## src/common/corr_pkg.sv

```systemverilog
/* correlator shared definitions */

package corr_pkg;

	// input lines and line pairs
	localparam int NUM_LINES = 4;
	localparam int NUM_BASELINES = NUM_LINES * (NUM_LINES - 1) / 2;

	// counters wrap without saturation
	localparam int COUNT_W = 16;

	typedef logic [COUNT_W-1:0] count_t;
	typedef logic [NUM_LINES-1:0] line_mask_t;
	typedef logic [7:0] byte_t;
	typedef logic [3:0] opcode_t;

	// flat count vectors with entry i at [i*COUNT_W +: COUNT_W]
	typedef logic [NUM_LINES*COUNT_W-1:0] line_counts_t;
	typedef logic [NUM_BASELINES*COUNT_W-1:0] pair_counts_t;

	// opcode sits in the upper nibble of a command byte
	localparam opcode_t CMD_MASK = 4'h1;
	localparam opcode_t CMD_START = 4'h2;
	localparam opcode_t CMD_STOP = 4'h3;

	// baseline order (0,1) (0,2) (0,3) (1,2) (1,3) (2,3)
	localparam int BASE_A [NUM_BASELINES] = '{0, 0, 0, 1, 1, 2};
	localparam int BASE_B [NUM_BASELINES] = '{1, 2, 3, 2, 3, 3};

	// packet layout
	localparam byte_t PKT_SYNC = 8'hA5;
	localparam int PKT_BYTES = 23;
	localparam int PAYLOAD_W = (NUM_LINES + NUM_BASELINES) * COUNT_W;

	typedef logic [$clog2(PKT_BYTES)-1:0] pkt_idx_t;

	localparam pkt_idx_t PKT_SYNC_IDX = pkt_idx_t'(0);
	localparam pkt_idx_t PKT_NLINES_IDX = pkt_idx_t'(1);
	localparam pkt_idx_t PKT_CSUM_IDX = pkt_idx_t'(PKT_BYTES - 1);  // last byte
	localparam byte_t PKT_NLINES = byte_t'(NUM_LINES);

endpackage

```

## src/logic/line_conditioner.sv

```systemverilog
/* input line conditioner */

module line_conditioner (
	input  logic                 intclk,
	input  logic                 rst_n,
	input  corr_pkg::line_mask_t line_in,
	input  corr_pkg::line_mask_t invert_mask,
	output corr_pkg::line_mask_t pulses
);

	corr_pkg::line_mask_t meta_q;   // first sync stage that may go metastable
	corr_pkg::line_mask_t sync_q;
	corr_pkg::line_mask_t level;
	corr_pkg::line_mask_t level_q;

	// inversion after the synchronizer so a mask change acts like a line edge
	assign level = sync_q ^ invert_mask;

	always_ff @(posedge intclk) begin
		if (!rst_n) begin
			meta_q <= '0;
			sync_q <= '0;
			level_q <= '0;
			pulses <= '0;
		end else begin
			meta_q <= line_in;
			sync_q <= meta_q;
			level_q <= level;
			pulses <= level & ~level_q;   // one cycle per rising edge
		end
	end

endmodule

```

## src/correlator/pulse_counter.sv

```systemverilog
/* per-line pulse counter */

module pulse_counter (
	input  logic                   intclk,
	input  logic                   rst_n,
	input  corr_pkg::line_mask_t   pulses,
	input  logic                   clear,
	input  logic                   integrating,
	output corr_pkg::line_counts_t line_counts
);

	corr_pkg::count_t cnt [corr_pkg::NUM_LINES];

	always_ff @(posedge intclk) begin
		for (int i = 0; i < corr_pkg::NUM_LINES; i++) begin
			if (!rst_n) begin
				cnt[i] <= '0;
			end else if (clear) begin
				cnt[i] <= '0;
			end else if (integrating && pulses[i]) begin
				cnt[i] <= cnt[i] + 1'b1;   // wraps at 2^16
			end
		end
	end

	// line 0 in the low bits
	always_comb begin
		for (int i = 0; i < corr_pkg::NUM_LINES; i++) begin
			line_counts[i*corr_pkg::COUNT_W +: corr_pkg::COUNT_W] = cnt[i];
		end
	end

endmodule

```

## src/correlator/coincidence_counter.sv

```systemverilog
/* zero-lag coincidence counter */

module coincidence_counter (
	input  logic                   intclk,
	input  logic                   rst_n,
	input  corr_pkg::line_mask_t   pulses,
	input  logic                   clear,
	input  logic                   integrating,
	output corr_pkg::pair_counts_t pair_counts
);

	corr_pkg::count_t cnt [corr_pkg::NUM_BASELINES];
	logic [corr_pkg::NUM_BASELINES-1:0] hits;

	// both lines of a pair pulsing in the same cycle
	always_comb begin
		for (int b = 0; b < corr_pkg::NUM_BASELINES; b++) begin
			hits[b] = pulses[corr_pkg::BASE_A[b]] & pulses[corr_pkg::BASE_B[b]];
		end
	end

	always_ff @(posedge intclk) begin
		for (int b = 0; b < corr_pkg::NUM_BASELINES; b++) begin
			if (!rst_n) begin
				cnt[b] <= '0;
			end else if (clear) begin
				cnt[b] <= '0;
			end else if (integrating && hits[b]) begin
				cnt[b] <= cnt[b] + 1'b1;
			end
		end
	end

	// baseline 0 in the low bits in package table order
	always_comb begin
		for (int b = 0; b < corr_pkg::NUM_BASELINES; b++) begin
			pair_counts[b*corr_pkg::COUNT_W +: corr_pkg::COUNT_W] = cnt[b];
		end
	end

endmodule

```

## src/logic/cmd_parser.sv

```systemverilog
/* command byte decoder */

module cmd_parser (
	input  logic                 intclk,
	input  logic                 rst_n,
	input  corr_pkg::byte_t      rx_byte,
	input  logic                 rx_valid,
	input  logic                 busy,
	output corr_pkg::line_mask_t invert_mask,
	output logic                 clear,
	output logic                 integrating,
	output logic                 send
);

	corr_pkg::opcode_t opcode;
	corr_pkg::line_mask_t operand;

	assign opcode = rx_byte[7:4];
	assign operand = rx_byte[corr_pkg::NUM_LINES-1:0];

	always_ff @(posedge intclk) begin
		if (!rst_n) begin
			invert_mask <= '0;
			clear <= 1'b0;
			integrating <= 1'b0;
			send <= 1'b0;
		end else begin
			// strobes last one cycle
			clear <= 1'b0;
			send <= 1'b0;
			if (rx_valid) begin
				case (opcode)
					corr_pkg::CMD_MASK: begin
						invert_mask <= operand;
					end
					corr_pkg::CMD_START: begin
						// a restart while integrating also clears
						if (!busy) begin
							clear <= 1'b1;
							integrating <= 1'b1;
						end
					end
					corr_pkg::CMD_STOP: begin
						if (integrating) begin
							integrating <= 1'b0;
							send <= 1'b1;
						end
					end
					default: begin
						// unknown opcodes dropped
					end
				endcase
			end
		end
	end

endmodule

```

## src/logic/packet_tx.sv

```systemverilog
/* count packet transmitter */

module packet_tx (
	input  logic                   intclk,
	input  logic                   rst_n,
	input  logic                   send,
	input  corr_pkg::line_counts_t line_counts,
	input  corr_pkg::pair_counts_t pair_counts,
	input  logic                   tx_next,
	output corr_pkg::byte_t        tx_byte,
	output logic                   tx_valid,
	output logic                   busy
);

	typedef enum logic {
		IDLE,
		SENDING
	} state_t;

	state_t state;
	corr_pkg::pkt_idx_t idx;
	logic [corr_pkg::PAYLOAD_W-1:0] snap;     // next payload byte in the top bits
	logic [corr_pkg::PAYLOAD_W-1:0] snap_d;
	corr_pkg::byte_t csum;
	logic start;
	logic consume;
	logic in_payload;

	assign start = send && (state == IDLE);
	assign consume = tx_next && (state == SENDING);
	assign in_payload = (idx > corr_pkg::PKT_NLINES_IDX) && (idx < corr_pkg::PKT_CSUM_IDX);

	assign tx_valid = (state == SENDING);
	assign busy = (state == SENDING);

	// line counts first and then baselines with each count MSB first
	always_comb begin
		for (int i = 0; i < corr_pkg::NUM_LINES; i++) begin
			snap_d[corr_pkg::PAYLOAD_W-(i+1)*corr_pkg::COUNT_W +: corr_pkg::COUNT_W] =
				line_counts[i*corr_pkg::COUNT_W +: corr_pkg::COUNT_W];
		end
		for (int b = 0; b < corr_pkg::NUM_BASELINES; b++) begin
			snap_d[corr_pkg::PAYLOAD_W-(corr_pkg::NUM_LINES+b+1)*corr_pkg::COUNT_W +:
				corr_pkg::COUNT_W] = pair_counts[b*corr_pkg::COUNT_W +: corr_pkg::COUNT_W];
		end
	end

	always_comb begin
		case (idx)
			corr_pkg::PKT_SYNC_IDX:   tx_byte = corr_pkg::PKT_SYNC;
			corr_pkg::PKT_NLINES_IDX: tx_byte = corr_pkg::PKT_NLINES;
			corr_pkg::PKT_CSUM_IDX:   tx_byte = csum;
			default:                  tx_byte = snap[corr_pkg::PAYLOAD_W-1 -: 8];
		endcase
	end

	always_ff @(posedge intclk) begin
		if (!rst_n) begin
			state <= IDLE;
			idx <= '0;
		end else if (start) begin
			state <= SENDING;
			idx <= '0;
		end else if (consume) begin
			if (idx == corr_pkg::PKT_CSUM_IDX) begin
				state <= IDLE;
				idx <= '0;
			end else begin
				idx <= idx + 1'b1;
			end
		end
	end

	// snapshot and running checksum
	always_ff @(posedge intclk) begin
		if (start) begin
			snap <= snap_d;
			csum <= '0;
		end else if (consume) begin
			csum <= csum ^ tx_byte;
			if (in_payload)
				snap <= snap << 8;
		end
	end

endmodule

```

## src/logic/corr_top.sv

```systemverilog
/* correlator acquisition core */

module corr_top (
	input  logic                 intclk,
	input  logic                 rst_n,
	input  corr_pkg::line_mask_t line_in,
	input  corr_pkg::byte_t      rx_byte,
	input  logic                 rx_valid,
	input  logic                 tx_next,
	output corr_pkg::byte_t      tx_byte,
	output logic                 tx_valid,
	output logic                 integrating,
	output logic                 busy
);

	corr_pkg::line_mask_t pulses;
	corr_pkg::line_mask_t invert_mask;
	corr_pkg::line_counts_t line_counts;
	corr_pkg::pair_counts_t pair_counts;
	logic clear;
	logic send;

	line_conditioner cond0 (
		.intclk      (intclk),
		.rst_n       (rst_n),
		.line_in     (line_in),
		.invert_mask (invert_mask),
		.pulses      (pulses)
	);

	pulse_counter pcnt0 (
		.intclk      (intclk),
		.rst_n       (rst_n),
		.pulses      (pulses),
		.clear       (clear),
		.integrating (integrating),
		.line_counts (line_counts)
	);

	coincidence_counter ccnt0 (
		.intclk      (intclk),
		.rst_n       (rst_n),
		.pulses      (pulses),
		.clear       (clear),
		.integrating (integrating),
		.pair_counts (pair_counts)
	);

	cmd_parser parser0 (
		.intclk      (intclk),
		.rst_n       (rst_n),
		.rx_byte     (rx_byte),
		.rx_valid    (rx_valid),
		.busy        (busy),
		.invert_mask (invert_mask),
		.clear       (clear),
		.integrating (integrating),
		.send        (send)
	);

	packet_tx tx0 (
		.intclk      (intclk),
		.rst_n       (rst_n),
		.send        (send),
		.line_counts (line_counts),
		.pair_counts (pair_counts),
		.tx_next     (tx_next),
		.tx_byte     (tx_byte),
		.tx_valid    (tx_valid),
		.busy        (busy)
	);

endmodule

```

## config.mk

```make
export PLATFORM = sky130hd
export DESIGN_NAME = corr_top
export DESIGN_NICKNAME = d
export VERILOG_FILES = /design/src/common/corr_pkg.sv /design/src/logic/line_conditioner.sv /design/src/correlator/pulse_counter.sv /design/src/correlator/coincidence_counter.sv /design/src/logic/cmd_parser.sv /design/src/logic/packet_tx.sv /design/src/logic/corr_top.sv
export SDC_FILE = /design/constraint.sdc
export NUM_CORES = 1
export LEC_CHECK = 0
export ABC_AREA = 1
export BUFFER_PORTS_ARGS = -buffer_cell sky130_fd_sc_hd__buf_2
export CAP_MARGIN = 10
export CELL_PAD_IN_SITES_DETAIL_PLACEMENT = 0
export CELL_PAD_IN_SITES_GLOBAL_PLACEMENT = 1
export CORE_MARGIN = 2
export CORE_UTILIZATION = 53
export DETAILED_ROUTE_END_ITERATION = 8
export PLACE_DENSITY = 0.92
export SETUP_SLACK_MARGIN = 0.15
export SLEW_MARGIN = 20
export SYNTH_ARGS = -nofsm -noshare
export SYNTH_HDL_FRONTEND = slang
export SYNTH_SLANG_ARGS = --single-unit
```

## constraint.sdc

```tcl
create_clock -name intclk -period 28.9 [get_ports intclk]
set_input_delay 1.445 -clock intclk [delete_from_list [all_inputs] [get_ports intclk]]
set_output_delay 1.445 -clock intclk [all_outputs]
set_load 0.02 [all_outputs]
```

==> results.yml <==
synthesis:
  synthFlopType: "edfxtp_1"
  synth_xor_area_share_pct: 0.572
  seq_area_frac_synth_pct: 61.5
  syn_avg_cell_area_sq_um: 9.32
  synth.ff_latch_count: 357
  synth_area_leaders: "edfxtp_1, nand2_1, o21ai_0, inv_1, dfxtp_1"
  synth_simple_gate_area_share_pct: 20.9
  syn_inst: 1806
  ys_warn_count: 0
  synth_top_family_by_area: "simple AND/OR/NAND/NOR gates"
  synthTopCellsByCount: "nand2_1, edfxtp_1, inv_1, o21ai_0, nor2_1"
  syn-num-nets: 1836
  synth_compound_area_share_pct: 9.53
  synth-async-reset-ratio_pct: 0
  synth_most_common_cell: "nand2_1"
  synth_top_area_cell: "edfxtp_1"
  synth.top_cell.area_share_pct: 57.1
  synth_mux_area_share_pct: 0
  mappedNetlistArea_sq_um: 16800
  synth_adder_area_share_pct: 1.04
  yosysUniqueCellTypes: 34
  synth-edff-count: 320
routing:
  drt-vias-per-instance: 5.39
  route.vias.total: 12200
  drc_errors: 0
  ant_nets: 0
  first_iter_violations: 1124
  wirelength_mm: 34.4
  wl_per_cell_um: 15.2
  drt_pass1_iterations: 5
clock_network:
  path_clk_slew_ps: 60
  cts_setup_buffers: 0
  htree_levels: 2
  clk-insertion-delay-late_ps: 520
  cts_tree: "yes"
  cts_sinks: 357
  cts_buffers: 38
  root_buffer: "clkbuf_16"
  cts_resized: 0
  ctsHoldBuffers: 0
  clockBufferDepth: 3
finish:
  multiInputGateArea_sq_um: 5420
  fin_nets: 1856
  antenna_cells: 0
  ff_latch_area_sq_um: 10300
  finalNonFillerCells: 2255
  final_area_sq_um: 18500
  drive_gt1_share_pct: 6.42
  n_fill_cell: 2659
  utilization_pct: 59.1
  area_delta_synth_final_pct: 10.2
timing:
  hold_ws_ps: 391
  slew_viol_final: 0
  grt_setup_unrepaired: "false"
  worst_slew_pin_slew_ps: 1080
  period_needed_ps: 3930
  setup_ws_ps: 24970
  fmax_ghz: 0.254
  finalCritPeriodShare_pct: 13.6
  setup_viol: 0
  relSlewSlack_pct: 28.0
  fin_skew_ps: 11.2
  tns_ps: 0
  hold_viol: 0
power:
  cellLeakagePower_nw: 7.26
  power_density_nw_per_um2: 58.4
  finalPower_mw: 1.08
  ir_drop_v: 0.0000504
global_routing:
  grt_pass1_vias: 11400
  grt_pass1_wl_mm: 56.6
  grt_usage_pct: 21.0
  overflow: 0
  grt_max_degree: 252
  antenna_found_initial: 0
placement:
  io_buffers: 26
  placed_cells: 2188
  gp_congestion: 0.814
  dp_hpwl_mm: 22.6
  placed_cell_area_sq_um: 17300
  place_ws_ps: 24170
floorplan:
  rows: 65
  die_w_um: 182
  io_pins: 27
  initial_core_util_pct: 53.6
  coreArea_sq_um: 31400
  dieArea_sq_um: 33200
  die-height_um: 182
critical_path:
  startpoint_type: "input port"
  path_max_fanout: 83
  cp.arrival_ps: 4070
  worstPathCellList: "buf_2 -> nand2_1 -> inv_1 -> nand2_1 -> o21ai_4 -> buf_6 -> buf_4"
  cp-end-kind: "register"
  crit_buf_inv: 4
  critPathMaxStageDelay_ps: 880
  required_ps: 29040
  cpMostUsedCell: "nand2_1"
  criticalPathCategory: "input port to register"
  critPathSlowestCell: "buf_4"
  crit_family: "buffers and inverters"
outcome:
  status: "complete, no violations"
job:
  drv_cap: 0
min_path:
  hp-class: "register to register"
==> final cells by class <==
cell class	count	area share (%)
sequential	357	55.8
multi-input combinational	1173	29.2
clock buffer	57	6.30
inverter	225	4.55
tap	402	2.71
timing repair buffer	31	0.992
clock inverter	10	0.398
==> cells in the final DEF, fill, tap and decap left out, types with 14 or more instances in the layout <==
cell type	n
nand2_1	464
nand4_1	29
buf_2	26
ha_1	14
nor2_1	179
dfxtp_1	37
nor3_1	49
a21oi_1	100
inv_1	217
clkbuf_16	43
edfxtp_1	320
o21ai_0	185
nand3_1	79
==> path summary, 6_finish.rpt <==
kind                                                   end  cells past startpoint                         from  slack, ps
worst max register to register      tx0.snap[60]$_DFFE_PP_                      6        tx0.busy$_SDFFE_PN0P_      25410
worst max-delay path                tx0.snap[60]$_DFFE_PP_                      7                      tx_next      24970
worst min-delay path            cond0.pulses[1]$_SDFF_PN0_                      1  cond0.level_q[1]$_SDFF_PN0_        390
worst min register to register  cond0.pulses[1]$_SDFF_PN0_                      1  cond0.level_q[1]$_SDFF_PN0_        390
==> worst reg2reg max path, delay by kind of cell (launching register included) <==
| family | cells | cell delay [ps] |
|---|---|---|
| AOI/OAI and AO/OA | 1 | 180 |
| buffers and inverters | 3 | 2010 |
| and+or+nand+nor | 2 | 380 |
| DFF | 1 | 480 |
==> power by group <==
| part | internal, mW | total, mW | leakage, nW | switching [mW] |
|---|---|---|---|---|
| clock | 0.288 | 0.482 | 0.601 | 0.194 |
| combinational | 0.00593 | 0.0239 | 3.25 | 0.0179 |
| sequential | 0.568 | 0.577 | 3.41 | 0.00866 |
| total | 0.862 | 1.08 | 7.26 | 0.221 |
==> kinds of logic after synthesis <==
logic type | Yosys count
fa+ha+maj | 14
flops | 357
compound gates | 309
simple gates | 839
buf+inv | 276
xor+xnor | 11
==> state kept, by name, indices dropped and copies added, names as in the netlist, 4 cells and up <==
register             cells
tx0.csum                 8
cond0.pulses             4
ccnt0.cnt               96
tx0.idx                  5
parser0.invert_mask      4
cond0.level_q            4
cond0.sync_q             4
cond0.meta_q             4
tx0.snap               160
pcnt0.cnt               64
==> routing by layer <==
metal	vias to the layer above	wire (um)	global-route usage (%)	part of all wire, %
met3	63	1690	2.71	4.9
met2	294	15800	33.5	46
met5	-	0	0	0
met4	0	970	6.77	2.8
li1	6127	-	-	-
met1	5674	15900	30.0	46
Power figures use the tool's default switching activity.
